[src/hdl/exu_cfg.svh]
`ifndef EXU_CFG_SVH
`define EXU_CFG_SVH

// data path width
`define EXU_XLEN 32

// data RAM depth in 32-bit words
`define EXU_RAM_WORDS 256

// restoring divider, one quotient bit per cycle
`define EXU_DIV_CYCLES 32

// address misaligned exception code
`define EXU_ECODE_ALE 8'h09

`endif
[src/hdl/exu_pkg.sv]
`default_nettype none

`include "exu_cfg.svh"

package exu_pkg;

    typedef enum logic [3:0] {
        ALU_ADD, ALU_SUB, ALU_SLT, ALU_SLTU,
        ALU_AND, ALU_OR, ALU_XOR, ALU_NOR,
        ALU_SLL, ALU_SRL, ALU_SRA, ALU_LU12I,
        ALU_DIV, ALU_DIVU, ALU_MOD, ALU_MODU
    } alu_op_e;

    // BR_JUMP covers b, bl and jirl
    typedef enum logic [2:0] {
        BR_NONE, BR_BEQ, BR_BNE, BR_BLT, BR_BGE, BR_BLTU, BR_BGEU, BR_JUMP
    } br_kind_e;

    typedef enum logic [1:0] {
        MEM_NONE, MEM_BYTE, MEM_HALF, MEM_WORD
    } mem_size_e;

    typedef struct packed {
        logic [`EXU_XLEN-1:0] pc;
        alu_op_e              alu_op;
        logic [`EXU_XLEN-1:0] src1;
        logic [`EXU_XLEN-1:0] src2;
        logic [`EXU_XLEN-1:0] rk_data;
        br_kind_e             br_kind;
        logic                 jirl;
        logic [`EXU_XLEN-1:0] br_offs;
        logic                 pred_taken;
        logic [`EXU_XLEN-1:0] pred_target;
        mem_size_e            mem_size;
        logic                 mem_store;
        logic                 load_signed;
        logic                 gr_we;
        logic [4:0]           dest;
    } de_bus_t;

    // result doubles as the memory address
    typedef struct packed {
        logic [`EXU_XLEN-1:0] pc;
        logic [`EXU_XLEN-1:0] result;
        logic                 gr_we;
        logic [4:0]           dest;
        mem_size_e            mem_size;
        logic                 load;
        logic                 load_signed;
        logic                 ex;
        logic [7:0]           ecode;
    } em_bus_t;

    typedef struct packed {
        logic [`EXU_XLEN-1:0] pc;
        logic                 gr_we;
        logic [4:0]           dest;
        logic [`EXU_XLEN-1:0] wdata;
        logic                 ex;
        logic [7:0]           ecode;
    } wb_bus_t;

    typedef struct packed {
        logic                 redirect;
        logic [`EXU_XLEN-1:0] target;
    } branch_bus_t;

endpackage

`default_nettype wire

[src/hdl/exu_mem_stage.sv]
`timescale 1ns/1ps
`default_nettype none

module exu_mem_stage (
    input  logic              clk,
    input  logic              rstn,
    input  logic              em_valid,
    input  exu_pkg::em_bus_t  em_bus,
    output logic              m_allowin,
    input  logic [31:0]       ram_rdata,
    output logic              wb_valid,
    output exu_pkg::wb_bus_t  wb_bus,
    input  logic              wb_allowin
);
    import exu_pkg::*;

    em_bus_t      em_r;
    logic         m_valid;
    logic         m_first;
    logic [31:0]  rdata_hold;
    logic [31:0]  load_word;
    logic [31:0]  shifted;
    logic [31:0]  load_data;

    assign m_allowin = !m_valid || wb_allowin;
    assign wb_valid  = m_valid;

    always_ff @(posedge clk) begin
        if (!rstn) begin
            m_valid <= 1'b0;
            m_first <= 1'b0;
        end else if (m_allowin) begin
            m_valid <= em_valid;
            m_first <= em_valid;
        end else begin
            m_first <= 1'b0;
        end
    end

    always_ff @(posedge clk) begin
        if (em_valid && m_allowin) begin
            em_r <= em_bus;
        end
        if (m_first) begin
            rdata_hold <= ram_rdata;
        end
    end

    // ram output is only fresh in the first occupied cycle
    assign load_word = m_first ? ram_rdata : rdata_hold;
    assign shifted   = load_word >> {em_r.result[1:0], 3'b000};

    always_comb begin
        case (em_r.mem_size)
            MEM_BYTE: load_data = {{24{em_r.load_signed && shifted[7]}}, shifted[7:0]};
            MEM_HALF: load_data = {{16{em_r.load_signed && shifted[15]}}, shifted[15:0]};
            default:  load_data = shifted;
        endcase
    end

    // a faulting access reports its address and writes no register
    always_comb begin
        wb_bus.pc    = em_r.pc;
        wb_bus.gr_we = em_r.gr_we && !em_r.ex;
        wb_bus.dest  = em_r.dest;
        wb_bus.wdata = (em_r.load && !em_r.ex) ? load_data : em_r.result;
        wb_bus.ex    = em_r.ex;
        wb_bus.ecode = em_r.ecode;
    end

endmodule

`default_nettype wire

[config.mk]
export PLATFORM = sky130hd
export DESIGN_NAME = exu_mem_stage
export DESIGN_NICKNAME = d
export VERILOG_FILES = /design/src/hdl/exu_pkg.sv /design/src/hdl/exu_mem_stage.sv
export VERILOG_INCLUDE_DIRS = /design/src /design/src/hdl
export SDC_FILE = /design/constraint.sdc
export NUM_CORES = 1
export LEC_CHECK = 0
export ABC_AREA = 1
export BUFFER_PORTS_ARGS = -buffer_cell sky130_fd_sc_hd__buf_2
export CORE_UTILIZATION = 40
export DETAILED_ROUTE_END_ITERATION = 12
export PLACE_DENSITY = 0.73
export SETUP_SLACK_MARGIN = 0.02
export SYNTH_ARGS = -nofsm -noshare
export SYNTH_HDL_FRONTEND = slang
export SYNTH_SLANG_ARGS = --single-unit
[constraint.sdc]
create_clock -name clk -period 8 [get_ports clk]
set_clock_uncertainty 0.05 [all_clocks]
set_input_delay 0.8 -clock clk [delete_from_list [all_inputs] [get_ports clk]]
set_output_delay 0.8 -clock clk [all_outputs]
set_load 0.01 [all_outputs]
==> After elaboration in Yosys (flattened, before gate mapping) <==
Cells that the tools add are included.
Widths: inputs -> output; s select.
{ "word_totals": {"out_inout_bits": 81, "mem_bits_ro": 0, "n_memories": 0, "mem_bits_rw": 0, "input_bits": 119, "regBits": 117, "latchBits": 0, "word_cells": 27} }
{ "op_classes": {"div": 0, "shift": 1, "eq_ne": 2, "bitwise_logic": 0, "reduce_logical": 9, "mux": 3, "mul": 0, "add_sub_neg": 0, "n_lt_le_gt_ge": 0} }
{ "ops": {"columns": ["cell", "count"], "rows": [
  ["$mux 32", 2],
  ["$pmux 32 s2", 1],
  ["$shr 32x5->32", 1],
  ["$logic_and 1x1->1", 5],
  ["$eq 2x1->1 const B", 1],
  ["$eq 2x2->1 const B", 1],
  ["$logic_not 1->1", 2],
  ["$reduce_and 2->1", 1],
  ["$logic_or 1x1->1", 1]
]} }

==> Depth between registers and ports, before layout <==
Gate-level depths: netlist of run 1.
{ "logic_depth": {"word_depth": 5, "ltp_mapped": 12, "depth_no_buf": 10} }

==> Worst setup path before layout of run 1 <==
Ideal clock, no wire load.
{ "synth_timing": {"path_type": "input to register", "start": "input port wb_allowin", "end": "register em_r[10] in the netlist's numbering, enable pin", "setup_time_ns": 0.437, "setup_slack_ns": 4.842, "arrival_ns": 2.671, "cell_stages": 4, "required_ns": 7.513, "path_buffers": 0, "cell_sequence": "inv_1 > nand2_1 > nand2_1 > inv_1"} }
{ "synth_via": {"elab_chain_len": 2} }
{ "synth_lines": {"columns": ["element", "line", "text"], "rows": [
  ["start, declared", "exu_mem_stage.sv:13", "input logic wb_allowin"],
  ["$logic_or 1x1->1", "exu_mem_stage.sv:25", "assign m_allowin = !m_valid || wb_allowin;"],
  ["named net m_allowin", "exu_mem_stage.sv:9", "output logic m_allowin,"],
  ["$logic_and 1x1->1", "exu_mem_stage.sv:41", "if (em_valid && m_allowin) begin"],
  ["end signal, assigned", "exu_mem_stage.sv:42", "em_r <= em_bus;"],
  ["end, declared", "exu_mem_stage.sv:17", "em_bus_t em_r;"]
]} }
The timed path passes the listed nets, and every way through them passes these cells.
A chain may end at the register's enable or synchronous reset.

==> metrics.md, run 1 <==
| Metric | Value |
|---|---|
| Status | finished clean |
| Required @ worst endpoint | 7150 ps |
| Setup Viol. Count Final | 0 |
| Post-CTS Setup Inserts | 0 |
| Fill cell count | around 1,200 |
| Final HPWL DP | 9.71 mm |
| Synth cell types | 27 |
| # clock sinks | 117 |
| Hold Fails Final Rpt | 0 |
| Routed Antenna Nets | 0 |
| Clk slew on worst S/H paths | 50 ps |
| Diodes inserted | 0 |
| Worst slew pin tran | 880 ps |
| Max-Cap Viols | 0 |
| Total CTS buffers | 17 |
| Slew Limit Fails | 0 |
| Worst setup EP type | primary output |
| Crit path cell chain | inv_2, nand3_1, nand2_1, nand2_1, nand3_2, nand2_1, nand2_1, nand2_1, buf_2 |
| Slowest cell on crit path | edfxtp_1 |
| Clk_lat worst skew | 400 ps |
| WS Path Type | flip-flop to primary output |
| Post-Synthesis Mean Instance Area | between 9 and 10 um^2 |
| CTS resizes | 0 |
| Worst slew margin | around 41% |
| Mapped Cells | 569 |
| Tmin final | 3870 ps |
| P per Cell Area | approximately 250 mW/mm^2 |
| DR vias/cell | 4.56 |
| Drt pass-1 iters | 7 |
| Setup crit start kind | flip-flop |
| CTS Hold Bufs | 0 |
| Port buffer count | 199 |
| Vias after detailed routing | a little over 4,000 |
| Worst Path Max Fanout | 31 |
| Detailed Route WL | 12.9 mm |
| Die area | 0.0142 mm^2 |
| Number of global-route vias before repair | between 4,000 and 5,000 |
| Clock H-tree levels | 4 |
| P_leak | ~3.3 nW |
| Ys Warns | 0 |
| Final TNS setup | 0 ps |
| HP Class | flip-flop to flip-flop |
| RSZ-0062 raised after global routing | false |
| Setup WS post-layout | 4130 ps |
| Layout cells sized above 1 | 38.5% |
| GRT Total Usage | 18.8% |
| RD Place Congestion | between 0.8 and 0.9 |
| Initial core utilization | a little over 40% |
| Layout Nets | 842 |
| Synth Net Count | between 600 and 700 |
| Total grt overflow | 0 |
| Number of synthesized register bits | 117 |
| Area Overhead vs Synth | 23.3% |
| Die X | 119 um |
| Synth Cell Area | approximately 0.0055 mm^2 |
| WP data arrival | 3020 ps |
| VDD IR-drop max | 153 uV |
| First-pass GRT wire length | 20.0 mm |
| Placed insts | ~900 |
| Tcrit/Tclk final | 48.4% |
| Die H | 119 um |
| 1st-iter DRT viols | 275 |
| Sequential-to-total area share from yosys stat | between 50 and 60% |
| Final Util | 50.9% |
| Cell Rows | 42 |
| WL/cell | 14.2 um |
| Peak Freq | around 260 MHz |
| CTS tree | done |
| # IOs | 200 |
| Antenna violations before repair | 1 |
| Core ar. | 0.0133 mm^2 |
| CP dominant cell by count | nand2_1 |
| Root Driver | clkbuf_16 |
| Worst slack, placed | 4590 ps |
| Non-Filler Instances | 909 |
| CP peak stage delay | just over 900 ps |
| Largest net degree at the start of global routing | 48 |
| Maximum root-to-sink buffer count | 2 |
| DRC | 0 |
## metrics by stage
stage / total power, W / hold slack, ps / cell area (um^2)
after floorplan: 0.000897 / 366 / 5490
after global placement: 0.000962 / 388 / 6210
after detailed placement: 0.000966 / 395 / 6210
after CTS: 0.00169 / 408 / 6770
after global routing: 0.00174 / 425 / 6770
final: 0.00167 / 407 / 6770
## cells in the final DEF, fill, tap and decap left out, types with 11 or more instances in the layout
master	netlist	final
edfxtp_1	83	83
clkbuf_16	0	17
nand2_2	12	12
dfxtp_1	34	34
buf_2	8	199
inv_1	53	52
nand2_1	169	169
nand3_1	58	58
nor2_1	16	15
a21oi_1	11	11
o21ai_0	11	11
or2_2	17	17
## final cells by class
| cell class | count | area, um^2 | share of cell area, % |
|---|---|---|---|
| well taps | 176 | 220 | 3.25 |
| multi-input cells | 327 | 1580 | 23.3 |
| clock inverters | 13 | 135 | 2.00 |
| flip-flops and latches | 117 | 3170 | 46.9 |
| inverters | 56 | 216 | 3.20 |
| clock buffers | 18 | 429 | 6.34 |
| repair buffers | 202 | 1020 | 15.0 |
## registers in the layout, summed over array words and instances (netlist names)
signal / flops
em_r: 37
m_first: 1
rdata_hold: 32
wb_bus: 46
wb_valid: 1
## critical path, delay by kind of cell, from the launching register on
family                 cells  cell delay, ps
and+or+nand+nor            7            1090
DFF                        1             920
buffers and inverters      2             590
## report_power, final
part / total, W / switching [W] / leakage (nW) / internal [W]
Clock: 0.000716 / 0.000263 / 0.256 / 0.000454
Combinational: 0.000227 / 0.000138 / 1.98 / 0.0000890
Sequential: 0.000726 / 0.0000190 / 1.09 / 0.000707
Total: 0.00167 / 0.000420 / 3.33 / 0.00125
## cells by family after synthesis
logic type / count (synthesis) / share of synthesized area, %
AOI/OAI and AO/OA: 29 / 2.92
and+or+nand+nor: 296 / 25.3
adders and majority gates: 2 / 0.455
DFF: 117 / 57.8
buffers and inverters: 125 / 13.6
## cells in the mapped netlist
library cell	count	share of area, %
nand2_1	169	12
edfxtp_1	83	45
nand3_1	58	5.3
inv_1	53	3.6
buf_4	49	6.7
dfxtp_1	34	12
or2_2	17	1.9
nor2_1	16	1.1
nand2_2	12	1.4
a21oi_1	11	1.0
o21ai_0	11	1.0
nand3_2	9	1.6
buf_2	8	0.73
buf_6	8	1.6
nand2_4	6	1.2
and2_1	5	0.57
o211ai_1	5	0.68
clkbuf_1	3	0.20
ha_1	2	0.46
inv_2	2	0.14
nor2_2	2	0.23
a31oi_1	1	0.11
and3_1	1	0.11
buf_12	1	0.36
inv_6	1	0.16
nand3_4	1	0.32
o22ai_1	1	0.11
## per-layer routing
| layer | GRT usage, % | vias to the layer above | part of all wire (%) |
|---|---|---|---|
| met3 | 7.18 | 26 | 9.1 |
| li1 | - | 2099 | - |
| met2 | 31.1 | 184 | 48 |
| met5 | 0 | - | 0.10 |
| met4 | 9.10 | 2 | 2.6 |
| met1 | 21.3 | 1833 | 40 |
## worst paths after layout
| path | from | to | slack, ps | depth (start not counted) |
|---|---|---|---|---|
| max | em_r[19]$_DFFE_PP_ | wb_bus[23] | 4130 | 9 |
| min | rdata_hold[7]$_DFF_P_ | rdata_hold[7]$_DFF_P_ | 410 | 2 |
| max reg2reg | wb_valid$_SDFFE_PN0N_ | wb_bus[44]$_DFFE_PP_ | 5980 | 4 |
| min reg2reg | rdata_hold[7]$_DFF_P_ | rdata_hold[7]$_DFF_P_ | 410 | 2 |
Power figures use the tool's default switching activity.
==> run 2: changes to the inputs <==
Clock period 8 ns to 3.9 ns, I/O delays scaled along.
==> metrics.md, run 2 (same netlist as run 1, synthesis figures left out) <==
| Metric | Value |
|---|---|
| Drt pass-1 iters | 4 |
| Hold path depth | 1 |
| Non-Filler Instances | a little over 900 |
| Commonest non-fill, non-tap cell in the layout | buf_2 |
| CP dominant cell by count | nand2_1 |
| Peak Freq | 329 MHz |
| # clock sinks | 117 |
| 1st-iter DRT viols | roughly 210 |
| Vias after detailed routing | 4,120 |
| Tmin final | 3040 ps |
| Max reg flops | 46 |
| Die X | 119 um |
| Antenna violations before repair | 1 |
| WP data arrival | around 2600 ps |
| Largest net degree at the start of global routing | 48 |
| Layout cells sized above 1 | between 30% and 40% |
| Commonest non-fill, non-tap cells in the layout | 199 x buf_2, 169 x nand2_1, 83 x edfxtp_1 |
| P_leak | 3.36 nW |
| Total grt overflow | 0 |
| Status | finished clean |
| Final TNS setup | 0 ps |
| Worst slew margin | 49.5% |
| Clk_lat worst skew | about 410 ps |
| Area Overhead vs Synth | 24.1% |
| P per Cell Area | 514 mW/mm^2 |
| Worst setup EP type | primary output |
| Detailed Route WL | 13.0 mm |
| Tcrit/Tclk final | between 70% and 80% |
| R2R Setup Slk | 2010 ps |
| Diodes inserted | 0 |
| FF-to-FF End | em_r[40]$_DFFE_PP_ |
| Critical Path End | wb_bus[24] |
| VDD IR-drop max | 330 uV |
| Hold Fails Final Rpt | 0 |
| Core ar. | 0.0133 mm^2 |
| Placed insts | 879 |
| RSZ-0062 raised after global routing | false |
| Total CTS buffers | 17 |
| Initial core utilization | 41.3% |
| Maximum root-to-sink buffer count | 2 |
| GRT Total Usage | about a fifth |
| Root Driver | clkbuf_16 |
| Setup WS post-layout | 857 ps |
| First-pass GRT wire length | 19.9 mm |
| Clk slew on worst S/H paths | 50 ps |
| RD Place Congestion | about 0.85 |
| Required @ worst endpoint | 3460 ps |
| Max-Cap Viols | 0 |
| Cell Rows | 42 |
| Worst Reg-to-Reg Cells | 4 |
| WS Path Type | flip-flop to primary output |
| CP peak stage delay | 440 ps |
| Layout Nets | roughly 840 |
| Clock H-tree levels | 4 |
| Setup crit start kind | flip-flop |
| Routed Antenna Nets | 0 |
| Crit path cell chain | buf_4, inv_2, nand3_1, nand2_1, nand2_1, nand3_2, nand3_1, nand2_1, inv_1, buf_2 |
| Die H | 119 um |
| Worst slack, placed | 1300 ps |
| Worst setup path startpoint | em_r[19]$_DFFE_PP_ |
| Worst slew pin tran | 757 ps |
| Worst Path Max Fanout | 31 |
| DRC | 0 |
| Setup Viol. Count Final | 0 |
| Power Total | 0.00350 W |
| # IOs | 200 |
| Slew Limit Fails | 0 |
| Final Util | 51.3% |
| CTS tree | done |
| Final HPWL DP | 9.60 mm |
| HP Class | input pin to flip-flop |
| DR vias/cell | 4.52 |
| Number of global-route vias before repair | 4,065 |
| CTS Hold Bufs | 0 |
| Port buffer count | 199 |
| Slowest cell on crit path | inv_2 |
| WL/cell | 14.2 um |
| Crit Reg-Reg Startpoint | wb_valid$_SDFFE_PN0N_ |
| Post-CTS Setup Inserts | 0 |
| CTS resizes | 0 |
| Die area | 0.0142 mm^2 |
-- run 2: metrics by stage --
stage | hold WS, ps | area (um^2)
after floorplan | 366 | 5490
after global placement | 387 | 6230
after detailed placement | 390 | 6230
after CTS | 88.2 | 6820
after global routing | 78.6 | 6820
final | 99.2 | 6820
-- run 2: how the worst min path moves through the flow --
stage / start / end
2_1_floorplan: rdata_hold[0]$_DFF_P_ / rdata_hold[0]$_DFF_P_
6_report: em_bus[60] / wb_bus[56]$_DFFE_PP_
5_1_grt: em_bus[15] / wb_bus[43]$_DFFE_PP_
4_1_cts: em_bus[0] / wb_bus[0]$_DFFE_PP_
3_5_place_dp: rdata_hold[5]$_DFF_P_ / rdata_hold[5]$_DFF_P_
3_3_place_gp: rdata_hold[5]$_DFF_P_ / rdata_hold[5]$_DFF_P_
-- run 2: power by group --
part | switching (W) | internal (W)
Sequential | 0.0000359 | 0.00145
Clock | 0.000550 | 0.000997
Combinational | 0.000287 | 0.000185
-- run 2: layer usage --
layer  wire length [um]  vias to the layer above  track usage (%)
met3               1180                       27             7.66
met1               5150                     1814             21.1
met5                 17                        -                0
li1                   -                     2095                -
met2               6200                      182             31.0
met4                404                        2             10.2
-- run 2: cell type report --
| class | instances | area, um^2 |
|---|---|---|
| Timing Repair Buffer | 203 | 1040 |
| Sequential cell | 117 | 3170 |
| Tap cell | 176 | 220 |
| Multi-Input combinational cell | 327 | 1580 |
| Clock buffer | 18 | 429 |
| Inverter | 56 | 216 |
| Fill cell | 1228 | 6480 |
| Clock inverter | 14 | 161 |
-- run 2: worst max-delay path, delay by kind of cell, from the launching register on --
kind / cells / cell delay (ps)
AND/OR/NAND/NOR: 6 / 990
buffers and inverters: 4 / 820
flip-flops: 1 / 350
==> run 3: changes to the inputs <==
Settings changed: PLACE_DENSITY 0.73 to 0.75.
Clock period 3.9 ns to 2.5 ns, I/O delays scaled along.
==> metrics.md, run 3 (same netlist as run 1, synthesis figures left out) <==
| Metric | Value |
|---|---|
| Peak Freq | 420 MHz |
| Crit path cell chain | ha_1, inv_1, nor2_2, buf_4, nand3_1, nand2_1, inv_1, nand3_1, nand2_1, inv_1, buf_2 |
| Setup Viol. Count Final | 0 |
| Core ar. | 0.0133 mm^2 |
| Root Driver | clkbuf_16 |
| Setup crit start kind | flip-flop |
| Total CTS buffers | 17 |
| Worst slew margin | approximately 72% |
| Commonest non-fill, non-tap cell in the layout | buf_2 |
| Sw Ratio | 25.4% |
| Layout Nets | roughly 940 |
| # clock sinks | 117 |
| Die area | between 0.01 and 0.015 mm^2 |
| Max-Cap Viols | 0 |
| Commonest non-fill, non-tap cells in the layout | 199 x buf_2, 168 x nand2_1, 83 x edfxtp_1, 83 x dlygate4sd3_1, 57 x nand3_1 |
| Final Util | 58.9% |
| DR vias/cell | 4.66 |
| Clk slew on worst S/H paths | 60 ps |
| Hold wc startpoint | ram_rdata[12] |
| Die H | 119 um |
| Worst Reg-to-Reg Cells | 4 |
| Max reg flops | 46 |
| Antenna violations before repair | 1 |
| Multi-input gate area | 0.00162 mm^2 |
| WHS Endpoint | rdata_hold[12]$_DFF_P_ |
| Combinational share of power | between 15 and 20% |
| Area Overhead vs Synth | 42.6% |
| Cell Rows | 42 |
| Worst slack, placed | 346 ps |
| Clk_lat worst skew | 410 ps |
| RSZ-0062 raised after global routing | true |
| Storage cell area | about 0.0032 mm^2 |
| Worst path top cell family by delay | buffers and inverters |
| Crit Reg-Reg Startpoint | wb_valid$_SDFFE_PN0N_ |
| P per Cell Area | roughly 740 mW/mm^2 |
| DRC | 0 |
| Initial core utilization | 41.3% |
| Setup WS post-layout | 121 ps |
| Clock Power Share | ~45% |
| Crit path buf inv count | 5 |
| Vias after detailed routing | 4,702 |
| Detailed Route WL | about 15 mm |
| Required @ worst endpoint | 2200 ps |
| Tcrit/Tclk final | 95.2% |
| Maximum root-to-sink buffer count | 2 |
| WS Path Type | flip-flop to primary output |
| FF-to-FF End | em_r[43]$_DFFE_PP_ |
| Fill cell count | 1,096 |
| WHS | 25.9 ps |
| Int Power | 0.00433 W |
| CP peak stage delay | 400 ps |
| Layout cells sized above 1 | 36.6% |
| Flop pwr share | 40.0% |
| P_leak | 3.79 nW |
| Status | finished clean |
| Drt pass-1 iters | 5 |
| Final HPWL DP | 10.1 mm |
| Largest net degree at the start of global routing | 78 |
| Routed Antenna Nets | 0 |
| CTS tree | done |
| Slowest cell on crit path | edfxtp_1 |
| Clock H-tree levels | 4 |
| Hold path depth | 3 |
| Worst slew pin tran | 423 ps |
| Die X | 119 um |
| Slew Limit Fails | 0 |
| First-pass GRT wire length | 23.7 mm |
| 1st-iter DRT viols | 253 |
| P_sw | 0.00147 W |
| Number of global-route vias before repair | around 4,800 |
| HP Class | input pin to flip-flop |
| Worst Path Max Fanout | 8 |
| GRT Total Usage | approximately 22% |
| # IOs | 200 |
| Final TNS setup | 0 ps |
| Worst setup EP type | primary output |
| RD Place Congestion | 0.884 |
| Port buffer count | 199 |
| Hold Fails Final Rpt | 0 |
| VDD IR-drop max | 542 uV |
| R2R Setup Slk | 920 ps |
| CP dominant cell by count | inv_1 |
| Power Total | 0.00580 W |
| Total grt overflow | 0 |
| Tmin final | 2380 ps |
| WL/cell | 15.3 um |
| WP data arrival | approximately 2100 ps |
[run 3: changes by cell type in the layout (fill, tap and decap cells not counted), moves of 2 or more]
cell,delta
clkinvlp_4,-2
buf_4,+8
dlygate4sd3_1,+83
nand3_4,+2
inv_6,+4
buf_6,+2
clkinv_2,-4
[run 3: tightest hold or removal path: stages]
cell and delay, ps:
buf_2 70, nand2_1 50, nand2_2 80
[run 3: power groups by stage]
stage | clock (W) | sequential (W) | combinational [W]
finish | 0.00259 | 0.00232 | 0.000893
global route | 0.00270 | 0.00234 | 0.000985
CTS | 0.00261 | 0.00232 | 0.000865
detailed placement | 0 | 0.00236 | 0.000758
global placement | 0 | 0.00235 | 0.000750
floorplan | 0 | 0.00235 | 0.000523
[run 3: through the flow]
step           std cells  instance area (um^2)
5_1_grt             1008                  7840
3_5_place_dp         886                  6280
2_1_floorplan        569                  5500
3_3_place_gp         886                  6280
4_1_cts             1002                  7760
6_report            1008                  7840
[run 3: worst max path at each step]
stage	startpoint	end	slack, ps	depth (start not counted)
2_1_floorplan	wb_valid$_SDFFE_PN0N_	em_r[10]$_DFFE_PP_	190	3
5_1_grt	em_r[19]$_DFFE_PP_	wb_bus[22]	8	9
3_3_place_gp	em_r[12]$_DFFE_PP_	wb_bus[30]	380	9
3_5_place_dp	m_first$_SDFF_PN0_	wb_bus[29]	350	10
4_1_cts	em_r[19]$_DFFE_PP_	wb_bus[29]	30	9
6_report	em_r[12]$_DFFE_PP_	wb_bus[29]	120	11
[run 3: cell type report]
cell class | instances | area share [%]
sequential | 117 | 40.5
timing repair buffer | 297 | 25.1
multi-input combinational | 328 | 20.6
clock buffer | 17 | 5.43
inverter | 56 | 2.83
tap | 176 | 2.81
clock inverter | 15 | 2.57
timing repair inverter | 1 | 0.0479
antenna | 1 | 0.0319
[run 3: timing repair]
action,CTS,global route
endpoints found under the hold margin,83,0
hold buffers,83,0
pin swaps,0,2
resized for setup,3,13
buffers inserted,0,4
gates cloned,1,1
endpoints found under the setup margin,23,24
[run 3: routing by layer]
layer	wire length (um)	vias up	global-route usage, %	part of all wire, %
li1	-	2302	-	-
met1	6180	2151	25.8	40
met2	7590	223	37.6	49
met5	0	-	0	0
met4	378	0	8.78	2.5
met3	1260	26	7.42	8.2
