File: src/hdl/exu_cfg.svh
`ifndef EXU_CFG_SVH
`define EXU_CFG_SVH

// data path width
`define EXU_XLEN 32

// data RAM depth in 32-bit words
`define EXU_RAM_WORDS 256

// restoring divider, one quotient bit per cycle
`define EXU_DIV_CYCLES 32

// address misaligned exception code
`define EXU_ECODE_ALE 8'h09

`endif
File: src/hdl/exu_pkg.sv
`default_nettype none

`include "exu_cfg.svh"

package exu_pkg;

    typedef enum logic [3:0] {
        ALU_ADD, ALU_SUB, ALU_SLT, ALU_SLTU,
        ALU_AND, ALU_OR, ALU_XOR, ALU_NOR,
        ALU_SLL, ALU_SRL, ALU_SRA, ALU_LU12I,
        ALU_DIV, ALU_DIVU, ALU_MOD, ALU_MODU
    } alu_op_e;

    // BR_JUMP covers b, bl and jirl
    typedef enum logic [2:0] {
        BR_NONE, BR_BEQ, BR_BNE, BR_BLT, BR_BGE, BR_BLTU, BR_BGEU, BR_JUMP
    } br_kind_e;

    typedef enum logic [1:0] {
        MEM_NONE, MEM_BYTE, MEM_HALF, MEM_WORD
    } mem_size_e;

    typedef struct packed {
        logic [`EXU_XLEN-1:0] pc;
        alu_op_e              alu_op;
        logic [`EXU_XLEN-1:0] src1;
        logic [`EXU_XLEN-1:0] src2;
        logic [`EXU_XLEN-1:0] rk_data;
        br_kind_e             br_kind;
        logic                 jirl;
        logic [`EXU_XLEN-1:0] br_offs;
        logic                 pred_taken;
        logic [`EXU_XLEN-1:0] pred_target;
        mem_size_e            mem_size;
        logic                 mem_store;
        logic                 load_signed;
        logic                 gr_we;
        logic [4:0]           dest;
    } de_bus_t;

    // result doubles as the memory address
    typedef struct packed {
        logic [`EXU_XLEN-1:0] pc;
        logic [`EXU_XLEN-1:0] result;
        logic                 gr_we;
        logic [4:0]           dest;
        mem_size_e            mem_size;
        logic                 load;
        logic                 load_signed;
        logic                 ex;
        logic [7:0]           ecode;
    } em_bus_t;

    typedef struct packed {
        logic [`EXU_XLEN-1:0] pc;
        logic                 gr_we;
        logic [4:0]           dest;
        logic [`EXU_XLEN-1:0] wdata;
        logic                 ex;
        logic [7:0]           ecode;
    } wb_bus_t;

    typedef struct packed {
        logic                 redirect;
        logic [`EXU_XLEN-1:0] target;
    } branch_bus_t;

endpackage

`default_nettype wire

File: src/hdl/exu_execute_stage.sv
`timescale 1ns/1ps
`default_nettype none

`include "exu_cfg.svh"

module exu_execute_stage (
    input  logic                  clk,
    input  logic                  rstn,
    input  logic                  de_valid,
    input  exu_pkg::de_bus_t      de_bus,
    output logic                  e_allowin,
    output logic                  em_valid,
    output exu_pkg::em_bus_t      em_bus,
    input  logic                  m_allowin,
    input  logic                  ex_en,
    output exu_pkg::branch_bus_t  branch_bus,
    output logic                  ram_en,
    output logic [3:0]            ram_we,
    output logic [31:0]           ram_addr,
    output logic [31:0]           ram_wdata
);
    import exu_pkg::*;

    de_bus_t      de_r;
    logic         e_valid;
    logic         e_fresh;
    logic         ex_flag;
    logic         e_go;
    logic         e_accept;
    logic         stall;
    logic [31:0]  alu_result;
    logic         is_mem;
    logic         ale;
    logic         ex_e;
    logic [3:0]   lane_we;
    logic         br_eq;
    logic         br_lt;
    logic         br_taken;
    logic [31:0]  br_target;
    logic         mispredict;

    assign e_allowin = (!e_valid || m_allowin) && !stall;
    assign em_valid  = e_valid && !stall;
    assign e_go      = em_valid && m_allowin;

    // squash what arrives behind a fault or a mispredict
    assign e_accept = de_valid && !ex_flag && !ex_e && !ex_en && !branch_bus.redirect;

    always_ff @(posedge clk) begin
        if (!rstn) begin
            e_valid <= 1'b0;
            e_fresh <= 1'b0;
        end else if (ex_en) begin
            e_valid <= 1'b0;
            e_fresh <= 1'b0;
        end else if (e_allowin) begin
            e_valid <= e_accept;
            e_fresh <= e_accept;
        end else begin
            e_fresh <= 1'b0;
        end
    end

    always_ff @(posedge clk) begin
        if (de_valid && e_allowin) begin
            de_r <= de_bus;
        end
    end

    exu_alu u_alu (
        .clk    (clk),
        .rstn   (rstn),
        .alu_op (de_r.alu_op),
        .src1   (de_r.src1),
        .src2   (de_r.src2),
        .start  (e_valid && e_fresh),
        .result (alu_result),
        .stall  (stall)
    );

    // blt/bge decode to slt, bltu/bgeu to sltu
    assign br_eq     = de_r.src1 == de_r.src2;
    assign br_lt     = alu_result[0];
    assign br_target = (de_r.jirl ? de_r.rk_data : de_r.pc) + de_r.br_offs;

    always_comb begin
        case (de_r.br_kind)
            BR_BEQ:  br_taken = br_eq;
            BR_BNE:  br_taken = !br_eq;
            BR_BLT:  br_taken = br_lt;
            BR_BGE:  br_taken = !br_lt;
            BR_BLTU: br_taken = br_lt;
            BR_BGEU: br_taken = !br_lt;
            BR_JUMP: br_taken = 1'b1;
            default: br_taken = 1'b0;
        endcase
    end

    assign mispredict = e_valid && ((br_taken != de_r.pred_taken) ||
                        (br_taken && de_r.pred_taken && br_target != de_r.pred_target));

    // one redirect per branch, on its way out
    assign branch_bus.redirect = e_go && mispredict;
    assign branch_bus.target   = br_taken ? br_target : de_r.pc + 32'd4;

    assign is_mem = de_r.mem_size != MEM_NONE;
    assign ex_e   = e_valid && ale;

    always_comb begin
        case (de_r.mem_size)
            MEM_BYTE: begin
                ale     = 1'b0;
                lane_we = 4'b0001 << alu_result[1:0];
            end
            MEM_HALF: begin
                ale     = alu_result[0];
                lane_we = alu_result[1] ? 4'b1100 : 4'b0011;
            end
            MEM_WORD: begin
                ale     = |alu_result[1:0];
                lane_we = 4'b1111;
            end
            default: begin
                ale     = 1'b0;
                lane_we = 4'b0000;
            end
        endcase
    end

    always_ff @(posedge clk) begin
        if (!rstn) begin
            ex_flag <= 1'b0;
        end else if (ex_en) begin
            ex_flag <= 1'b0;
        end else if (ex_e) begin
            ex_flag <= 1'b1;
        end
    end

    assign ram_en   = e_go && is_mem && !ale;
    assign ram_we   = (ram_en && de_r.mem_store) ? lane_we : 4'b0000;
    assign ram_addr = alu_result;

    always_comb begin
        case (de_r.mem_size)
            MEM_BYTE: ram_wdata = {4{de_r.rk_data[7:0]}};
            MEM_HALF: ram_wdata = {2{de_r.rk_data[15:0]}};
            default:  ram_wdata = de_r.rk_data;
        endcase
    end

    always_comb begin
        em_bus.pc          = de_r.pc;
        em_bus.result      = alu_result;
        em_bus.gr_we       = de_r.gr_we;
        em_bus.dest        = de_r.dest;
        em_bus.mem_size    = de_r.mem_size;
        em_bus.load        = is_mem && !de_r.mem_store;
        em_bus.load_signed = de_r.load_signed;
        em_bus.ex          = ex_e;
        em_bus.ecode       = ale ? `EXU_ECODE_ALE : 8'h00;
    end

endmodule

`default_nettype wire

File: src/hdl/exu_alu.sv
`timescale 1ns/1ps
`default_nettype none

`include "exu_cfg.svh"

module exu_alu (
    input  logic              clk,
    input  logic              rstn,
    input  exu_pkg::alu_op_e  alu_op,
    input  logic [31:0]       src1,
    input  logic [31:0]       src2,
    input  logic              start,
    output logic [31:0]       result,
    output logic              stall
);
    import exu_pkg::*;

    localparam int CNT_W = $clog2(`EXU_DIV_CYCLES) + 1;

    logic              is_div;
    logic              is_signed;
    logic              a_neg;
    logic              b_neg;
    logic [31:0]       abs_a;
    logic [31:0]       abs_b;
    logic              div_go;
    logic              busy;
    logic [CNT_W-1:0]  cnt;
    logic [31:0]       rem_r;
    logic [31:0]       quo_r;
    logic [31:0]       dvs_r;
    logic              q_neg;
    logic              r_neg;
    logic [63:0]       first_step;
    logic [63:0]       next_step;

    // one restoring shift-subtract step, returns {rem, quo}
    function automatic logic [63:0] div_step(input logic [31:0] rem_in,
                                             input logic [31:0] quo_in,
                                             input logic [31:0] dvs);
        logic [32:0] shifted;
        logic [32:0] diff;
        shifted = {rem_in, quo_in[31]};
        diff = shifted - {1'b0, dvs};
        if (diff[32]) begin
            div_step = {shifted[31:0], quo_in[30:0], 1'b0};
        end else begin
            div_step = {diff[31:0], quo_in[30:0], 1'b1};
        end
    endfunction

    assign is_div    = alu_op inside {ALU_DIV, ALU_DIVU, ALU_MOD, ALU_MODU};
    assign is_signed = alu_op inside {ALU_DIV, ALU_MOD};
    assign a_neg     = is_signed && src1[31];
    assign b_neg     = is_signed && src2[31];
    assign abs_a     = a_neg ? -src1 : src1;
    assign abs_b     = b_neg ? -src2 : src2;

    // first quotient bit is taken on the start edge
    assign div_go     = start && is_div && !busy;
    assign first_step = div_step(32'd0, abs_a, abs_b);
    assign next_step  = div_step(rem_r, quo_r, dvs_r);
    assign stall      = (start && is_div) || busy;

    always_ff @(posedge clk) begin
        if (!rstn) begin
            busy <= 1'b0;
            cnt  <= '0;
        end else if (div_go) begin
            busy <= 1'b1;
            cnt  <= CNT_W'(1);
        end else if (busy) begin
            cnt <= cnt + 1'b1;
            if (cnt == CNT_W'(`EXU_DIV_CYCLES - 1)) begin
                busy <= 1'b0;
            end
        end
    end

    always_ff @(posedge clk) begin
        if (div_go) begin
            {rem_r, quo_r} <= first_step;
            dvs_r          <= abs_b;
            q_neg          <= a_neg ^ b_neg;
            r_neg          <= a_neg;
        end else if (busy) begin
            {rem_r, quo_r} <= next_step;
        end
    end

    always_comb begin
        case (alu_op)
            ALU_ADD:   result = src1 + src2;
            ALU_SUB:   result = src1 - src2;
            ALU_SLT:   result = {31'd0, $signed(src1) < $signed(src2)};
            ALU_SLTU:  result = {31'd0, src1 < src2};
            ALU_AND:   result = src1 & src2;
            ALU_OR:    result = src1 | src2;
            ALU_XOR:   result = src1 ^ src2;
            ALU_NOR:   result = ~(src1 | src2);
            ALU_SLL:   result = src1 << src2[4:0];
            ALU_SRL:   result = src1 >> src2[4:0];
            ALU_SRA:   result = $unsigned($signed(src1) >>> src2[4:0]);
            ALU_LU12I: result = {src2[19:0], 12'd0};
            ALU_DIV:   result = q_neg ? -quo_r : quo_r;
            ALU_DIVU:  result = quo_r;
            ALU_MOD:   result = r_neg ? -rem_r : rem_r;
            ALU_MODU:  result = rem_r;
            default:   result = 32'd0;
        endcase
    end

endmodule

`default_nettype wire

File: config.mk
export PLATFORM = sky130hd
export DESIGN_NAME = exu_execute_stage
export DESIGN_NICKNAME = d
export VERILOG_FILES = /design/src/hdl/exu_pkg.sv /design/src/hdl/exu_execute_stage.sv /design/src/hdl/exu_alu.sv
export VERILOG_INCLUDE_DIRS = /design/src /design/src/hdl
export SDC_FILE = /design/constraint.sdc
export NUM_CORES = 1
export LEC_CHECK = 0
export BUFFER_PORTS_ARGS = -buffer_cell sky130_fd_sc_hd__buf_2
export CAP_MARGIN = 20
export CELL_PAD_IN_SITES_DETAIL_PLACEMENT = 1
export CELL_PAD_IN_SITES_GLOBAL_PLACEMENT = 1
export CORE_MARGIN = 4
export CORE_UTILIZATION = 43
export DETAILED_ROUTE_END_ITERATION = 6
export PLACE_DENSITY = 0.86
export SETUP_SLACK_MARGIN = 0.2
export SKIP_LAST_GASP = 1
export SYNTH_ARGS = -nofsm -noshare
export SYNTH_HDL_FRONTEND = slang
export SYNTH_SLANG_ARGS = --single-unit
File: constraint.sdc
create_clock -name clk -period 9.7 [get_ports clk]
set_input_delay 0.97 -clock clk [delete_from_list [all_inputs] [get_ports clk]]
set_output_delay 0.97 -clock clk [all_outputs]
set_load 0.01 [all_outputs]
==> Word-level counts from Yosys, hierarchy flattened <==
Index checks and enable logic that the tools add are counted.
Widths: inputs -> output; s select.
{ "word_totals": {"elab_cells": 151, "input_bits": 216, "regBits": 319, "out_inout_bits": 187} }
{ "classes": {"n_addsub": 11, "n_mux": 25, "magnitude_cmp": 2, "n_reduce_logical": 47, "bitwise": 7, "n_eq_ne": 29, "n_shift": 4} }
{ "op_table": {"columns": ["operator", "n"], "rows": [
  ["$pmux 32 s16", 1],
  ["$mux 32", 10],
  ["$mux 64", 2],
  ["$neg 32->32", 4],
  ["$add 32x32->32", 2],
  ["$lt 32x32->1", 2],
  ["$pmux 32 s2", 1],
  ["$sub 1x32->33", 1],
  ["$sub 33x32->33", 1],
  ["$add 32x3->32 const B", 1],
  ["$and 32x32->32", 1],
  ["$eq 32x32->1", 1],
  ["$eq 4x4->1 const B", 8],
  ["$ne 32x32->1", 1],
  ["$not 32->32", 1],
  ["$or 32x32->32", 1],
  ["$shl 32x5->32", 1],
  ["$shr 32x5->32", 1],
  ["$sshr 32x5->32", 1],
  ["$sub 32x32->32", 1],
  ["$xor 32x32->32", 1],
  ["$logic_and 1x1->1", 22],
  ["$eq 4x3->1 const B", 4],
  ["$eq 3x3->1 const B", 4],
  ["other kinds (24)", 52]
]} }

==> Longest topological paths before layout <==
Gate-level depths: netlist of run 1.
{ "logic_depth": {"word_depth": 12, "depth_mapped": 27, "ltp_nobuf": 23} }

==> Modules after synthesis <==
Synthesis of run 1 repeated with hierarchy kept, for this count alone.
{ "hier_totals": {"cells_unflattened": 3517, "area_unflattened_um2": 30641.9} }
{ "modules_own_cells": {"columns": ["mod", "seq_area_each_um2", "area_per_inst_um2", "instances", "cells_each"], "rows": [
  ["exu_alu", 3083.0, 18561.6, 1, 2478],
  ["exu_execute_stage", 6396.1, 12080.3, 1, 1039]
]} }

==> Least setup slack after synthesis of run 1 <==
No wires, ideal clock.
{ "synth_timing": {"kind": "reg-to-reg", "startpoint": "reg de_r[177] in the netlist's numbering", "endpoint": "reg e_valid", "stages_incl_launch_ff": 10, "arrival_time_ns": 8.532, "setup_ns": 0.100, "path_buffers": 2, "setup_slack_ns": 1.068, "synth_period_minus_slack_ns": 8.632, "required_ns": 9.600, "cell_sequence": "edfxtp_1 clkbuf_1 clkbuf_1 nand2_1 o21bai_1 a21oi_1 and2_1 nor2b_1 o21ai_0 a221oi_1"} }
{ "synth_via": {"elab_cells_between_ends": 40, "classes_between": "eq/ne: 16; mux: 3; reduce/logical: 21"} }
{ "synth_rtl": {"columns": ["element", "line", "source"], "rows": [
  ["start: declaration", "exu_execute_stage.sv:24", "de_bus_t de_r;"],
  ["start signal: assignment", "exu_execute_stage.sv:66", "de_r <= de_bus;"],
  ["$eq 4x4->1", "exu_alu.sv:52", "assign is_div = alu_op inside {ALU_DIV, ALU_DIVU, ALU_MOD, ALU_MODU};"],
  ["$reduce_bool 4->1 *", "exu_alu.sv:52", null],
  ["$logic_and 1x1->1 *", "exu_alu.sv:63", "assign stall = (start && is_div) || busy;"],
  ["$logic_or 1x1->1 *", "exu_alu.sv:63", null],
  ["$logic_not 1->1 *", "exu_execute_stage.sv:42", "assign e_allowin = (!e_valid || m_allowin) && !stall;"],
  ["$logic_and 1x1->1 *", "exu_execute_stage.sv:42", null],
  ["net e_allowin", "exu_execute_stage.sv:11", "output logic e_allowin,"],
  ["end signal: assignment", "exu_execute_stage.sv:57", "e_valid <= e_accept;"],
  ["end: declaration", "exu_execute_stage.sv:25", "logic e_valid;"]
]} }
The timed path passes the listed nets; every way through them passes the cells marked *.
A chain may end at the register's enable or synchronous reset.

==> results of run 1 <==
==> flip-flops by register name (all words and copies together) (netlist names) <==
| signal | flops |
|---|---|
| u_alu.dvs_r | 32 |
| u_alu.quo_r | 32 |
| u_alu.r_neg | 1 |
| e_valid | 1 |
| e_fresh | 1 |
| u_alu.cnt | 6 |
| em_bus | 41 |
| u_alu.rem_r | 32 |
| ex_flag | 1 |
| u_alu.q_neg | 1 |
| de_r | 170 |
| u_alu.busy | 1 |
==> placed cells by master, fill, tap and decap left out, drive strengths merged, types with 28 or more instances in the layout <==
cell,synthesis,final
buf,126,462
edfxtp,309,309
nor2,299,299
a21oi,252,252
nand2,243,243
o21ai,215,215
inv,178,180
ha,173,173
xnor2,143,143
mux2i,106,106
xor2,106,106
nor3,82,82
mux4,65,65
a22oi,57,57
nand3,51,51
mux2,50,50
clkbuf,184,48
a211oi,42,42
o22ai,40,40
nand2b,39,39
a21o,39,39
o31ai,39,39
or3,36,36
nand4,35,35
nor2b,33,33
nor4,32,32
a31oi,28,28
==> how the worst max path moves through the flow <==
| stage | from | end | slack (ps) | cells past startpoint |
|---|---|---|---|---|
| 3_3_place_gp | de_r[111] | branch_bus[32] | 1810 | 21 |
| 4_1_cts | de_r[111] | branch_bus[32] | 1170 | 21 |
| 5_1_grt | de_r[163] | branch_bus[32] | 660 | 21 |
| 3_5_place_dp | de_r[111] | branch_bus[32] | 1780 | 21 |
| 6_report | de_r[156] | branch_bus[32] | 890 | 22 |
| 2_1_floorplan | de_r[177] | e_valid | 1070 | 9 |
==> cells by family (layout without fill, tap and decap cells) <==
| family | Yosys count | in the layout | synth area share |
|---|---|---|---|
| other | 1 | 12 | 0.000123 |
| AND/OR/NAND/NOR | 964 | 964 | 0.152 |
| adder cells (fa/ha/maj) | 177 | 177 | 0.0735 |
| AO/OA/AOI/OAI | 989 | 989 | 0.213 |
| flip-flops | 319 | 319 | 0.310 |
| multiplexers | 221 | 221 | 0.101 |
| buffers and inverters | 489 | 713 | 0.0722 |
| XOR/XNOR | 258 | 258 | 0.0782 |
==> power breakdown <==
part / total, uW / leakage [uW] / internal, uW / switching, uW
logic: 1580 / 0.00989 / 558 / 1020
registers: 1680 / 0.00302 / 1580 / 96.5
clock network: 1600 / 0.000640 / 937 / 665
total: 4860 / 0.0136 / 3080 / 1780
==> worst reg2reg max path, stage by stage, from the launching register on <==
cell	delay, ps
sky130_fd_sc_hd__edfxtp_1	710
sky130_fd_sc_hd__inv_1	110
sky130_fd_sc_hd__ha_1	470
sky130_fd_sc_hd__inv_1	170
sky130_fd_sc_hd__a21oi_1	330
sky130_fd_sc_hd__o21bai_1	140
sky130_fd_sc_hd__a21o_1	260
sky130_fd_sc_hd__a221oi_1	640
sky130_fd_sc_hd__a211oi_1	190
sky130_fd_sc_hd__o31ai_2	760
sky130_fd_sc_hd__o21ai_0	330
sky130_fd_sc_hd__a21oi_4	210
sky130_fd_sc_hd__ha_1	290
sky130_fd_sc_hd__nor4_1	260
sky130_fd_sc_hd__o311ai_0	160
sky130_fd_sc_hd__nor4_1	200
sky130_fd_sc_hd__nand4_1	110
sky130_fd_sc_hd__or4_1	500
sky130_fd_sc_hd__nor4_1	550
sky130_fd_sc_hd__and4_1	340
sky130_fd_sc_hd__nand3_1	170
sky130_fd_sc_hd__a221oi_1	290
==> metal layers <==
layer	share of wire	wire, um
met2	0.45	68000
met4	0.077	11700
met1	0.37	55700
met3	0.10	15000
met5	0.00081	122
==> final cells by class <==
type | count | area share
Clock buffer | 48 | 0.0308
Antenna cell | 6 | 0.000440
Tap cell | 940 | 0.0345
Clock inverter | 24 | 0.00865
Sequential cell | 319 | 0.278
Multi-Input combinational cell | 2615 | 0.555
Inverter | 179 | 0.0197
Timing Repair Buffer | 462 | 0.0729
==> stage by stage <==
step                      instances  area, um2  setup slack, ps  hold slack, ps
after floorplan                3423      30600             1070             441
after global placement         4515      32800             1810             449
after detailed placement       4515      32800             1780             466
after CTS                      4587      34100             1170             480
after global routing           4587      34100              658             509
final                          4593      34100              887             479
==> results by stage, run 1 <==
Outcome:
- The run finished with clean final reports.

Worst setup path:
- The worst endpoint required time is 8730 ps.
- For this design, the slowest cell found on the critical path is sky130_fd_sc_hd__o31ai_2.
- The critical register-to-register path startpoint is de_r[156].
- The kind of start point of the critical path is a flop.
- Counting cells, the worst reg-to-reg path comes to 21.
- The type of the setup path with the least slack is reg2out.
- On the critical path the largest part of the delay comes from compound AO/OA/AOI/OAI gates.
- In this run the register-to-register setup slack is 2400 ps.
- The highest net fanout along the worst path is 13.
- At the worst endpoint, the arrival time is 7840 ps.
- The reg-to-reg endpoint is e_valid.
- The endpoint kind of the worst setup timing path is an output pin.
- The peak per-stage delay on the critical path is between 700 and 800 ps.
- The critical path goes through inv_1 -> ha_1 -> inv_1 -> a21oi_1 -> o21bai_1 -> a21o_1 -> a221oi_1 -> a211oi_1 -> o31ai_2 -> o21ai_0 -> a21oi_4 -> ha_1 -> nor4_1 -> o311ai_0 -> nor4_1 -> nand4_1 -> or4_1 -> nor4_1 -> and4_1 -> nand3_1 -> and2_1 -> buf_2.
- Together, buffers and inverters on the worst path number 3.
- The cell with the most instances on the worst path is sky130_fd_sc_hd__nor4_1.

Power:
- Total power for the finished layout comes to 4860 uW.
- For this design the static power due to leakage is 0.0136 uW.
- IR analysis of the VDD net gives a maximum drop of 146 uV.
- Power spread over the standard cell area amounts to 142 mW/mm2.

Yosys:
- The number of enable-type register cells in the synthesized netlist is 309.
- The most common cell in the synthesized netlist is sky130_fd_sc_hd__edfxtp_1.
- The share of synthesized area in the top cell type comes to 0.304.
- In the synthesized netlist, the number of instances is between 3000 and 4000.
- By count the netlist is led by sky130_fd_sc_hd__edfxtp_1 (309), sky130_fd_sc_hd__nor2_1 (299), sky130_fd_sc_hd__a21oi_1 (251).
- The area of the mapped netlist is 0.0305 mm2.
- By area the synthesized netlist is led by sky130_fd_sc_hd__edfxtp_1 (30%), sky130_fd_sc_hd__ha_1 (7.1%), sky130_fd_sc_hd__mux4_2 (4.8%), sky130_fd_sc_hd__a21oi_1 (4.1%), sky130_fd_sc_hd__xnor2_1 (4.1%).
- The mean post-synth cell area is 8.93 um2.
- The number of different library cells used by synthesis comes to 89.
- sky130_fd_sc_hd__edfxtp_1 takes more of the synthesized area than any other cell.
- After synthesis, the share of flip-flops with an asynchronous set or reset is 0.
- The share of the Yosys chip area taken by registers is 0.310.
- During synthesis, Yosys emitted a total of 0 warnings.
- The most used flip-flop cell after synthesis is sky130_fd_sc_hd__edfxtp_1.
- The flip-flop and latch count after synthesis is ~320.

Clocking:
- The clock-pin transition on the worst setup and hold timing paths is around 60 ps.
- The number of post-CTS setup repair buffers is 0.
- The CTS root buffer is sky130_fd_sc_hd__clkbuf_16.
- After clock tree synthesis, the flow added hold-fix buffers numbering 0.
- Buffers inserted during clock tree synthesis total 40.
- The clock sink count is 319.
- The maximum clock path buffer count is 3.
- The clock latency at the later pin of the worst-skew pair is roughly 610 ps.
- After clock tree synthesis, the repair step resized 0 gates.
- The clock tree from TritonCTS is built.
- The H-tree was split into 2 levels.

GRT:
- In the global route stage, met1 resource usage came out at 0.467.
- The met3 track demand over resource is 0.0954.
- The number of global-route vias before repair came to 30400.
- The leftover overflow at the end of global routing is 0.
- The layer flagged by global routing as most heavily used is met2.
- The first-pass GRT wire length is 214 mm.
- The total routing resource utilization after global routing is 0.385.
- Entering global routing, the biggest net connects slightly above 70 pins.
- The number of antenna violations at the first check in global routing is 17.
- The met2 track demand over resource in global routing is 0.619.

Hold path:
- In this run the most critical hold path is launched from ex_flag.
- Along the worst hold path, the cell count comes to 1.
- The type of the most critical hold path is reg2reg.
- For hold timing, the worst endpoint is ex_flag.

Drt:
- The DRC violation count after routing is 0.
- In this run, the number of DRC markers left after iteration 0 of detailed routing was 3654.
- The first TritonRoute pass finished after 6 iterations.
- Detailed routing inserted a total of 30600 vias.
- The post-detailed-route count of antenna-violating nets is 0.
- Dividing the detail-routed wire length by the instance count gives between 30 and 40 um.
- The number of vias per cell is 6.65.
- The final layout contains routed wiring with a total length of 150 mm.

Finish:
- The utilization after layout is 0.486.
- The register area is 0.00948 mm2.
- In the final layout, the share of cells above drive strength 1 is 0.187.
- For this run, the post-layout net count is around 4000.
- The number of fillers in the final layout is 8216.
- Compared with the post-synthesis result, the final layout area differs by 11.8%.
- In the final layout, the multi-input gates occupy 0.0190 mm2.

STA:
- The count of final max-slew check failures came to 0.
- The sum of negative setup slack is 0 ps.
- The final setup skew is 36.7 ps.
- The hold violation count in the final report is 0.
- For the pin with the worst max-slew slack, the measured transition is roughly 1200 ps.
- Dividing the final minimum period by the clock period gives 0.909.
- The number of failing setup endpoints in the final timing report is 0.
- Derived from the worst setup path, the maximum achievable clock frequency is 113 MHz.
- The minimum clock period is about 9000 ps.
- Measured against its own limit, the worst slew margin works out to 0.198.
- Setup repair after global routing left no endpoint under its margin.

Floorplanning:
- For this configuration, the core starts out at a cell density of 0.435.
- In this run the vertical extent of the chip is 274 um.
- The die covers 0.0753 mm2.
- The overall die width is 274 um.
- The number of I/O pins is 403.
- The region available for standard cell placement spans 0.0703 mm2.
- The number of standard-cell rows in the floorplan is 97.

Placement:
- The placed wire-length estimate is approximately 120 mm.
- Routability-driven placement finished with a final weighted congestion of 1.05.
- The count of port buffers added during placement is just under 400.

Run:
- The total of max-cap violations is 0.
(Power assumes the default switching activity.)
==> run 2, diff against run 1 <==
--- a/config.mk
+++ b/config.mk
@@ -19,3 +19,4 @@
 export SYNTH_ARGS = -nofsm -noshare
 export SYNTH_HDL_FRONTEND = slang
 export SYNTH_SLANG_ARGS = --single-unit
+export TNS_END_PERCENT = 5
==> constraint.sdc (replaced) <==
create_clock -name clk -period 9.7 [get_ports clk]
set_input_delay 0.97 -clock clk [delete_from_list [all_inputs] [get_ports clk]]
set_output_delay 0.97 -clock clk [all_outputs]
set_load 0.1 [all_outputs]
==> results by stage, run 2 (same netlist as run 1, synthesis figures left out) <==
Outcome:
- The flow ran to the end, and the final reports show no timing, DRC or antenna violations.

Floorplanning:
- The overall die width was 274 um (unchanged).
- The number of standard-cell rows in the floorplan was 97 (unchanged).
- The vertical extent of the die is 274 um (unchanged).
- The die footprint came to 0.0753 mm2 (unchanged).
- The floorplan core area was 0.0703 mm2 (unchanged).
- The number of I/O pins is 403 (unchanged).
- The effective utilization at floorplan is 0.435 (unchanged).

STA:
- The number of failing setup endpoints in the final timing report is 0 (unchanged).
- The count of final max-slew check failures is 0 (unchanged).
- The highest clock frequency the design can meet came to 112 MHz (-1.7%).
- The actual transition at the worst max-transition pin is 1430 ps (+234 ps).
- The tightest slew margin relative to the limit is 0.0383 (-0.160).
- The sum of negative setup slack came to 0 ps (unchanged).
- The minimum clock period is 8960 ps (+150 ps).
- The final setup skew came to 24.4 ps (-12.4 ps).
- The share of the clock period used by the worst path is 0.924 (+0.0154).
- Setup repair after global routing left no endpoint under its margin.
- The hold violation count in the final report is 0 (unchanged).

Power:
- The highest ir drop seen on vdd came to 215 uV (+48%).
- The overall power after layout is 5590 uW (+15%).
- The reported leakage power came to 0.0136 uW (+0.12%).
- The total power density per cell area is 164 mW/mm2 (+15%).

Drt:
- The number of DRC violations after detailed-routing iteration 0 came to 3751 (+2.7%).
- The DRC violation count after routing is 0 (unchanged).
- The number of vias per cell is 6.61 (-0.69%).
- The post-detailed-route count of antenna-violating nets was 0 (unchanged).
- The total number of vias came to 30400 (-0.69%).
- The number of optimization iterations in the first detailed-route pass is 5 (-1).
- The total wirelength of the detailed-routed design is 147 mm (-2.3%).
- The post-detailed-route wirelength per cell was 32.0 um (-2.3%).

Clocking:
- The clock latency at the later pin of the worst-skew pair is 600 ps (about the same).
- The number of post-CTS setup repair buffers was 0 (unchanged).
- The number of hold buffers added after cts came to 0 (unchanged).
- The H-tree depth reported by CTS is 2 (unchanged).
- The CTS root buffer is sky130_fd_sc_hd__clkbuf_16.
- The clock-pin transition on the worst setup and hold timing paths is 60 ps (about the same).
- TritonCTS built the clock tree.
- The clock sink count is 319 (unchanged).
- The maximum clock path buffer count is 3 (unchanged).
- The post-cts sizing count was 0 (unchanged).
- The total clock buffers created by CTS is 40 (unchanged).

Placement:
- The placement-stage cell area is 0.0328 mm2 (about the same).
- The number of placed instances with taps included was 4517 (+0.044%).
- The placed wire-length estimate was 116 mm (-2.6%).
- The global placer's final weighted congestion came to 1.07 (+2.1%).
- The count of port buffers added during placement is 396 (unchanged).

GRT:
- The number of antenna violations at the first check in global routing is 8 (-9).
- The total routing resource utilization after global routing came to 0.377 (-0.00796).
- The met2 track demand over resource in global routing is 0.599 (-0.0191).
- After global routing, the most crowded layer is met2.
- The leftover overflow at the end of global routing is 0 (unchanged).
- The first-pass GRT wire length was 211 mm (-1.5%).
- The pin count of the biggest net entering global routing is 76 (+7.0%).
- The met3 track demand over resource is 0.0984 (+0.00298).
- The number of global-route vias before repair is 30600 (+0.50%).
- The global-route met1 utilization was 0.460 (-0.00668).

Finish:
- The summed area of non-filler cells in the final layout came to 0.0341 mm2 (about the same).
- The fraction of final layout cells with drive strength greater than 1 was 0.187 (-0.000325).
- The number of standard cells in the final layout excluding fillers is 4593 (unchanged).
- The register with the most flip-flops is de_r.
- The area of the multi-input gates is 0.0189 mm2 (about the same).
- The layout-stage area growth over the synthesis result is 11.7% (about the same).
- The number of fillers in the final layout was 8174 (-0.51%).
- The net count of the finished layout is 4013 (+0.075%).
- The number of flip-flops under the largest register name came to 170 (unchanged).
- In the layout the commonest cells are sky130_fd_sc_hd__buf_2 (396), sky130_fd_sc_hd__edfxtp_1 (309), sky130_fd_sc_hd__nor2_1 (297), sky130_fd_sc_hd__a21oi_1 (250), sky130_fd_sc_hd__nand2_1 (242).
- The register area is 0.00948 mm2 (unchanged).
- The library cell used most frequently in the layout, excluding fill and tap cells, is sky130_fd_sc_hd__buf_2.

Worst setup path:
- The cell with the most instances on the worst path is sky130_fd_sc_hd__nor4_1.
- The peak per-stage delay on the critical path is 770 ps (about the same).
- The worst setup path is captured at an output pin.
- The arrival time of the worst setup path is 7990 ps (+150 ps).
- The worst register-to-register path begins at de_r[156].
- For this design, the slowest cell found on the critical path is sky130_fd_sc_hd__edfxtp_1.
- The highest net fanout along the worst path is 13 (unchanged).
- The worst setup path is of the reg2out kind.
- STA classifies the critical path startpoint as a flop.
- The worst endpoint required time is 8730 ps (about the same).
- The start point of the critical path is de_r[156].
- Walking the worst path, the cells encountered are inv_1 -> ha_1 -> inv_1 -> a21oi_1 -> o21bai_1 -> a21o_1 -> a221oi_1 -> a211oi_1 -> o31ai_2 -> o21ai_0 -> a21oi_4 -> ha_1 -> nor4_1 -> o311ai_0 -> nor4_1 -> nand4_1 -> or4_1 -> nor4_1 -> and4_1 -> nand3_1 -> and2_1 -> buf_2.

Hold path:
- In this run the worst hold path is classified as reg2reg.
- In this run the most critical hold path is launched from ex_flag.

Run:
- The total of max-cap violations is 0 (unchanged).
[run 2: cell count changes in the layout (fill, tap and decap cells not counted), moves of 2 or more]
cell	before	now
sky130_fd_sc_hd__buf_4	65	67
sky130_fd_sc_hd__clkinv_2	3	6
sky130_fd_sc_hd__clkinv_4	3	0
sky130_fd_sc_hd__clkinvlp_4	5	2
[run 2: cell type report]
class	instances	share of cell area
Clock buffer	48	0.0302
Inverter	179	0.0197
Multi-Input combinational cell	2615	0.555
Timing Repair Buffer	465	0.0736
Antenna cell	5	0.000367
Clock inverter	22	0.00847
Sequential cell	319	0.278
Tap cell	940	0.0345
[run 2: layer usage]
| layer | up-vias | wire length (um) |
|---|---|---|
| met5 | - | 203 |
| met4 | 8 | 10800 |
| met3 | 464 | 15300 |
| met2 | 1877 | 66200 |
| met1 | 14900 | 54400 |
| li1 | 13100 | - |
[run 2: metrics by stage]
step            util  hold slack [ps]  worst slack (ps)
3_3_place_gp   0.466              455              1820
6_report       0.486              466               737
3_5_place_dp   0.466              458              1590
4_1_cts        0.485              471               949
5_1_grt        0.485              506               532
2_1_floorplan      -              441               617
[run 2: power by group]
part	switching [uW]	total (uW)	internal, uW	leakage [uW]
sequential	96.1	1680	1580	0.00302
combinational	1770	2330	558	0.00991
clock	662	1580	921	0.000640
[run 2: path summary, 6_finish.rpt]
path | endpoint | cells after the start | slack [ps]
worst max-delay path | branch_bus[32] | 22 | 740
worst min-delay path | ex_flag | 1 | 470
worst max register to register | e_valid | 21 | 2400
worst min register to register | ex_flag | 1 | 470
[run 2: critical path: cells and delay by family, from the launching register on]
kind	cells	cell delay, ps
compound gates	9	3120
buf+inv	3	570
flops	1	770
fa+ha+maj	2	790
simple gates	8	2140
